`config.mk`:
```
export PLATFORM = sky130hd
export DESIGN_NAME = roadf_cen
export DESIGN_NICKNAME = d
export VERILOG_FILES = /design/src/verilog/roadf_pkg.sv /design/src/verilog/roadf_cen.sv
export SDC_FILE = /design/constraint.sdc
export NUM_CORES = 1
export LEC_CHECK = 0
export BUFFER_PORTS_ARGS = -buffer_cell sky130_fd_sc_hd__buf_2
export CAP_MARGIN = 20
export CORE_AREA = 4 4 41 43
export DETAILED_ROUTE_END_ITERATION = 7
export DIE_AREA = 0 0 45 47
export GPL_TIMING_DRIVEN = 1
export MAX_ROUTING_LAYER = met4
export PLACE_DENSITY_LB_ADDON = 0.1
export SYNTH_ARGS = -nofsm -noshare
export SYNTH_HDL_FRONTEND = slang
export SYNTH_SLANG_ARGS = --single-unit
```
`constraint.sdc`:
```
create_clock -name clk -period 1.22 [get_ports clk]
set_input_delay 0.122 -clock clk [delete_from_list [all_inputs] [get_ports clk]]
set_output_delay 0.122 -clock clk [all_outputs]
set_load 0.005 [all_outputs]
```
`src/verilog/roadf_pkg.sv`:
```
//==============================
// shared constants for the main-CPU glue
// memory map follows the 6809 board layout
// cen_div assumes a 24 MHz clk, power of two
//==============================

package roadf_pkg;

    // clock enable
    localparam int cen_div = 16;                  // 24 MHz / 16 = 1.5 MHz bus
    localparam int cen_w   = $clog2(cen_div);     // divider counter width

    // work RAM, 4 kB
    localparam int ram_aw = 12;

    // 8 kB blocks, addr[15:13]
    localparam logic [2:0] io_blk       = 3'd0;   // 0000-1FFF, obj RAM and I/O
    localparam logic [2:0] vid_blk      = 3'd1;   // 2000-3FFF, video RAM and work RAM
    localparam logic [2:0] rom_base_blk = 3'd2;   // ROM from 4000 up

    // 1 kB sub-blocks inside io_blk, addr[12:10]
    localparam logic [2:0] obj_sub = 3'd4;        // 1000-13FF
    localparam logic [2:0] io_sub  = 3'd5;        // 1400-17FF

    // I/O strobes inside io_sub, addr[9:7]
    localparam logic [2:0] intst_sel = 3'd0;      // object frame toggle
    localparam logic [2:0] iow_sel   = 3'd1;      // write latch
    localparam logic [2:0] snd_sel   = 3'd2;      // sound latch
    localparam logic [2:0] in5_sel   = 3'd4;      // DIP bank B
    localparam logic [2:0] ior_sel   = 3'd5;      // cabinet word

    // decoded target of one bus cycle
    typedef enum logic [3:0] {
        rgn_none,       // unmapped, reads FF
        rgn_rom,
        rgn_vram,
        rgn_ram,
        rgn_objram,
        rgn_intst,
        rgn_iow,
        rgn_snd,
        rgn_in5,
        rgn_ior
    } region_e;

    // addressable latch outputs, index is addr[2:0]
    typedef enum logic [2:0] {
        lat_flip     = 3'd0,  // screen flip
        lat_snd_irq  = 3'd1,  // sound CPU interrupt
        lat_end      = 3'd2,  // test output, not modelled
        lat_coin1    = 3'd3,  // coin counters, not modelled
        lat_coin2    = 3'd4,
        lat_sa       = 3'd5,
        lat_nc       = 3'd6,  // unconnected
        lat_irq_clrn = 3'd7   // low holds vblank IRQ clear
    } latch_e;

endpackage

```
`src/verilog/roadf_cen.sv`:
```
//==============================
// CPU clock enable, one clk high per cen_div
// first strobe cen_div cycles after rst drops
//==============================

`timescale 1ns/1ps

module roadf_cen (
    input  logic clk,
    input  logic rst,
    output logic cpu_cen
);
    import roadf_pkg::*;

    localparam logic [cen_w-1:0] cnt_last = cen_w'(cen_div - 1);

    logic [cen_w-1:0] cnt;   // position inside the bus period

    always_ff @(posedge clk) begin
        if (rst) begin
            cnt     <= '0;
            cpu_cen <= 1'b0;
        end else begin
            // wrap at terminal count
            if (cnt == cnt_last) begin
                cnt <= '0;
            end else begin
                cnt <= cnt + 1'b1;
            end
            cpu_cen <= (cnt == cnt_last);   // registered strobe
        end
    end

endmodule

```
==> results.md, run 1 <==
- Seq/Total Area, Yosys: 52.98%
- # diodes: 0
- Routed length per instance: 9.079 µm
- Vias in the first global route: 145
- Syn_nets: 20
- Largest family of logic cells by synthesized area: simple AND/OR/NAND/NOR gates
- Routed WL: 345 µm
- XOR/XNOR share of the synthesized area: 4.636%
- Final Hold Fails: 0
- Buf/Inv on CP: 0
- Layout cells sized above 1: 30.43%
- CTS Buffer Depth: 2
- Die H: 47 µm
- Layout Utilization: 18.75%
- CP Cell Sequence: ha_1 > and3_4 > and2b_1
- Area of the mapped netlist: 188.9 µm²
- CP required: 1.36 ns
- Yosys warnings: 0
- Combinational power share: 5.2%
- Detailed Routing Iterations Pass 1: 1
- Hold Crit Depth: 2
- # setup viols final: 0
- Avg Inst Size Synth: 11.11 µm²
- Post_cts resized: 0
- Via density: 3.816
- Switching pwr: 91.66 µW
- Worst R2R End: cpu_cen
- Synth Area in Simple Gates: 25.83%
- R2R Setup Slk: 0.20 ns
- HP Start: rst
- Skew-Pair Late Insertion Delay: 0.25 ns
- Complex-gate fraction of the synthesized area: 7.947%
- CTS Root Cell: clkbuf_4
- Slowest CP cell: dfxtp_1
- Layout area overhead: 29.14%
- Hold slack: 0.1084 ns
- CTS Hold Bufs: 0
- Delay-heaviest family, CP: simple AND/OR/NAND/NOR gates
- Initial core utilization: 14.52%
- Core Rows: 13
- Antenna violations before repair: 0
- Internal power: 308.8 µW
- Critical path class: reg -> reg
- Setup TNS: 0 ns
- RR Startpoint: cnt[0]
- GRT Residual Overflow: 0
- Seq pwr share: 45.1%
- Min Tclk post-route: 1.018 ns
- Die area: 2115 µm²
- Highest clock rate: 982.2 MHz
- Worst EP arrival: 1.16 ns
- GPL Wtd Cong: 0.7208
- Dpl hpwl: 261 µm
- Cell Count Post-Placement: 34
- Total number of vias: 145
- Mux contribution to synthesized area: 0%
- Fin crit share: 83.45%
- Slack of the critical path: 0.2019 ns
- Number of max-cap violations: 0
- Most frequent cells in the layout: dfxtp_1 (5), clkbuf_4 (3), a21oi_1 (2), buf_2 (2)
- Clock skew: 0.003746 ns
- Core ar.: 1301 µm²
- VDD IR max: 0.0004409 V
- Commonest non-fill, non-tap cell in the layout: dfxtp_1
- Nets: 27
- Routed Antenna Nets: 0
- CTS Buf Count: 3
- Largest net degree at the start of global routing: 6
- Worst-path clk slew: 0.04 ns
- Path depth of the worst reg2reg path: 3
- Worst hold path class: in -> reg
- Critical path peak fanout: 4
- Cell count after synthesis: 17
- Sink Count: 5
- H-tree depth: 1
- Drt drc: 0
- Unique masters post-synth: 12
- Gr usage total: 4.976%
- CP max stage delay: 0.33 ns
- Slew margin rel.: 90.05%
- Pleak: 0.00009706 µW
- Worst-Margin Slew: 0.1477 ns
- Final std cells w/o fill: 38
- Outcome: finished clean
- Post-place setup slack: 0.2020 ns
- FF+latch count, synth: 5
- Critical path capture point type: flip-flop
- Power Dens Cells: 1641 nW/µm²
- Final Slew Violations: 0
- Clk network pwr share: 49.7%
- I/O Buffers: 2
- Die width: 45 µm
- First-pass GRT wire length: 579 µm
- Switching portion of total power: 22.89%
- Postcts setup bufs: 0
- Startpoint types: flip-flop
- WHS Endpoint: cnt[1]
- Post-Synth Adder-Cell Area: 6.623%
- # IOs: 3
- Unrepaired setup endpoints after global routing: no
- Clock tree from TritonCTS: yes
- Initial DRC count: 0
-- kinds of logic (layout without fill, tap and decap cells) --
logic type,after synthesis,after routing
AOI/OAI and AO/OA,3,3
adders and majority gates,1,1
DFF,5,5
and+or+nand+nor,6,6
buffers and inverters,1,7
xor gates and xnor gates,1,1
-- area by class of cell --
class / instances / area (µm²)
clock buffers: 4 / 26.28
flip-flops and latches: 5 / 100.1
fillers: 154 / 1057
well taps: 15 / 18.77
inverters: 1 / 3.754
repair buffers: 2 / 10.01
multi-input cells: 11 / 85.08
-- power groups by stage --
stage	clock (µW)	combinational [µW]	sequential (µW)
4_1_cts	206	21.4	181
6_report	199	20.7	181
2_1_floorplan	0	15.2	182
5_1_grt	214	24.1	181
3_3_place_gp	0	22.2	184
3_5_place_dp	0	21.3	184
-- worst register-to-register path, delay by kind of cell (launching register included) --
family        cells  cell delay, ns
flops             1            0.33
simple gates      2            0.34
fa+ha+maj         1            0.24
-- worst max path at each step --
stage	from	to	cells after the start
after global routing	cnt[0]	cnt[3]	4
final	cnt[0]	cpu_cen	3
after detailed placement	cnt[0]	cpu_cen	3
after floorplan	cnt[0]	cpu_cen	3
after global placement	cnt[0]	cpu_cen	3
after CTS	cnt[0]	cpu_cen	3
-- synth_stat cells --
master / count / share of area, %
o21ai_0: 1 / 2.6
xnor2_1: 1 / 4.6
nor3_1: 1 / 2.6
ha_1: 1 / 6.6
dfxtp_1: 5 / 53
nor2_1: 1 / 2.0
a21oi_1: 2 / 5.3
nand4b_1: 1 / 4.6
inv_1: 1 / 2.0
nor3b_2: 1 / 6.6
and3_4: 1 / 6.0
and2b_1: 1 / 4.0
-- state kept, by name, indices dropped and copies added (netlist names) --
name and flops:
cnt 4, cpu_cen 1
-- metrics by stage --
| stage | power, µW | cell area (µm²) |
|---|---|---|
| after floorplan | 196.7 | 188.9 |
| after global placement | 206.3 | 217.7 |
| after detailed placement | 205.0 | 217.7 |
| after CTS | 407.9 | 244.0 |
| after global routing | 419.2 | 244.0 |
| final | 400.5 | 244.0 |
-- metal layers --
| layer | vias to the layer above | track usage, % | share of wire (%) |
|---|---|---|---|
| li1 | 70 | - | - |
| met1 | 64 | 4.091 | 46 |
| met2 | 6 | 5.367 | 38 |
| met3 | 5 | 3.448 | 7.5 |
| met4 | 0 | 8.772 | 7.8 |
| met5 | - | - | 0 |
No activity file was read; power rests on OpenSTA's default activity.
==> run 2: changes to the inputs <==
- clock period: 1.22 -> 1 ns (I/O delays scaled with it)
==> results.md, run 2 (synthesized netlist as in run 1, its figures left out) <==
- Pleak: 0.0001051 µW (+8.2%)
- CTS Buffer Depth: 2 (unchanged)
- Critical path class: reg -> reg
- Final std cells w/o fill: 40 (+5.3%)
- Worst hold path class: in -> reg
- Skew-Pair Late Insertion Delay: 0.25 ns (about the same)
- Power Total: 498.8 µW (+25%)
- Power Dens Cells: 1907 nW/µm² (+16%)
- Die H: 47 µm (unchanged)
- Clock skew: 0.0002024 ns (-0.003544 ns)
- Antenna violations before repair: 0 (unchanged)
- Setup TNS: 0 ns (unchanged)
- CTS Hold Bufs: 0 (unchanged)
- Slew margin rel.: 90.24% (+0.19 points)
- Slack of the critical path: 0.06574 ns (-0.1362 ns)
- GPL Wtd Cong: 0.6637 (-7.9%)
- Core ar.: 1301 µm² (unchanged)
- H-tree depth: 1 (unchanged)
- # diodes: 0 (unchanged)
- Clock tree from TritonCTS: yes
- Fin crit share: 93.43% (+10 points)
- Detailed Routing Iterations Pass 1: 1 (unchanged)
- WHS Endpoint: cnt[3]
- # IOs: 3 (unchanged)
- Worst EP arrival: 1.08 ns (-0.08 ns)
- Largest net degree at the start of global routing: 6 (unchanged)
- Via density: 3.700 (-3.0%)
- Postcts setup bufs: 0 (unchanged)
- Critical path capture point type: flip-flop
- CTS Buf Count: 3 (unchanged)
- Layout area overhead: 38.41%
- Number of max-cap violations: 0 (unchanged)
- Initial core utilization: 14.52% (unchanged)
- Final instance area: 261.5 µm² (+7.2%)
- Path depth of the worst reg2reg path: 3 (unchanged)
- Die width: 45 µm (unchanged)
- Vias in the first global route: 132 (-9.0%)
- Cell Count Post-Placement: 36 (+5.9%)
- Routed Antenna Nets: 0 (unchanged)
- Worst-path clk slew: 0.04 ns (about the same)
- Core Rows: 13 (unchanged)
- Nets: 29 (+7.4%)
- Max reg flops: 4 (unchanged)
- Sink Count: 5 (unchanged)
- Die area: 2115 µm² (unchanged)
- Gr usage total: 4.739% (-0.24 points)
- Critical path peak fanout: 3 (-1)
- Worst R2R End: cpu_cen
- Startpoint types: flip-flop
- VDD IR max: 0.0004547 V (+3.1%)
- Routed WL: 357 µm (+3.5%)
- Post-place setup slack: 0.02658 ns (-0.1754 ns)
- Reg with most FFs: cnt
- R2R Setup Slk: 0.07 ns (-0.14 ns)
- CP required: 1.14 ns (-0.22 ns)
- Layout cells sized above 1: 40.00% (+9.6 points)
- Routed length per instance: 8.925 µm (-1.7%)
- Worst-Margin Slew: 0.1449 ns (-0.002857 ns)
- First-pass GRT wire length: 517 µm (-11%)
- Outcome: finished clean
- Top flop regs: cnt x4, cpu_cen x1
- Min Tclk post-route: 0.9343 ns (-0.08383 ns)
- RR Startpoint: cnt[0]
- Final Slew Violations: 0 (unchanged)
- # setup viols final: 0 (unchanged)
- HP Start: rst
- Commonest non-fill, non-tap cell in the layout: dfxtp_1
- Fillcell total: 152 (-1.3%)
- Final Hold Fails: 0 (unchanged)
- Drt drc: 0 (unchanged)
- Total number of vias: 148 (+2.1%)
- GRT Residual Overflow: 0 (unchanged)
- Most frequent cells in the layout: dfxtp_1 (5), clkbuf_4 (3), a21oi_1 (2), buf_2 (2), buf_4 (2)
- Placed cell area: 232.7 µm² (+6.9%)
- CTS Root Cell: clkbuf_4
- Highest clock rate: 1070 MHz (+9.0%)
- I/O Buffers: 2 (unchanged)
- Hold Crit Depth: 2 (unchanged)
- Initial DRC count: 0 (unchanged)
## run 2: cell type report
| class | count | area [µm²] | area share (%) |
|---|---|---|---|
| sequential | 5 | 100.1 | 38.28 |
| multi-input combinational | 11 | 87.58 | 33.49 |
| clock buffer | 4 | 26.28 | 10.05 |
| timing repair buffer | 4 | 25.02 | 9.569 |
| tap | 15 | 18.77 | 7.177 |
| inverter | 1 | 3.754 | 1.435 |
## run 2: worst max path at each step
| stage | startpoint | to | slack [ns] | cells after the start |
|---|---|---|---|---|
| 2_1_floorplan | cnt[0] | cpu_cen | 0.03 | 3 |
| 3_3_place_gp | cnt[0] | cpu_cen | 0.01 | 3 |
| 3_5_place_dp | cnt[0] | cpu_cen | 0.03 | 3 |
| 4_1_cts | cnt[0] | cpu_cen | 0.02 | 3 |
| 5_1_grt | cnt[1] | cnt[3] | -0.006 | 4 |
| 6_report | cnt[0] | cpu_cen | 0.07 | 3 |
## run 2: critical path, stage by stage (launching register included)
cell and delay, ns:
dfxtp_1 0.31, ha_2 0.20, and3_4 0.18, and2b_1 0.14
## run 2: repair_timing
action | in CTS | in global routing
resized for setup | 0 | 1
hold endpoints to repair | 0 | 0
setup endpoints to repair | 0 | 2
## run 2: power by group
part	internal [µW]	switching, µW	total, µW
Clock	151	90.7	242
Combinational	24.0	15.0	39.0
Sequential	210	7.24	218
Total	386	113	499
## run 2: stage by stage
stage | utilization [%] | hold slack, ns
2_1_floorplan | - | 0.1691
3_3_place_gp | 17.88 | 0.3401
3_5_place_dp | 17.88 | 0.3501
4_1_cts | 19.90 | 0.08310
5_1_grt | 20.10 | 0.09607
6_report | 20.10 | 0.08273
## run 2: per-layer routing
metal | wire, µm | GRT usage [%]
met1 | 141 | 2.968
met5 | 0 | -
met3 | 34 | 3.448
met2 | 153 | 5.085
met4 | 27 | 10.53
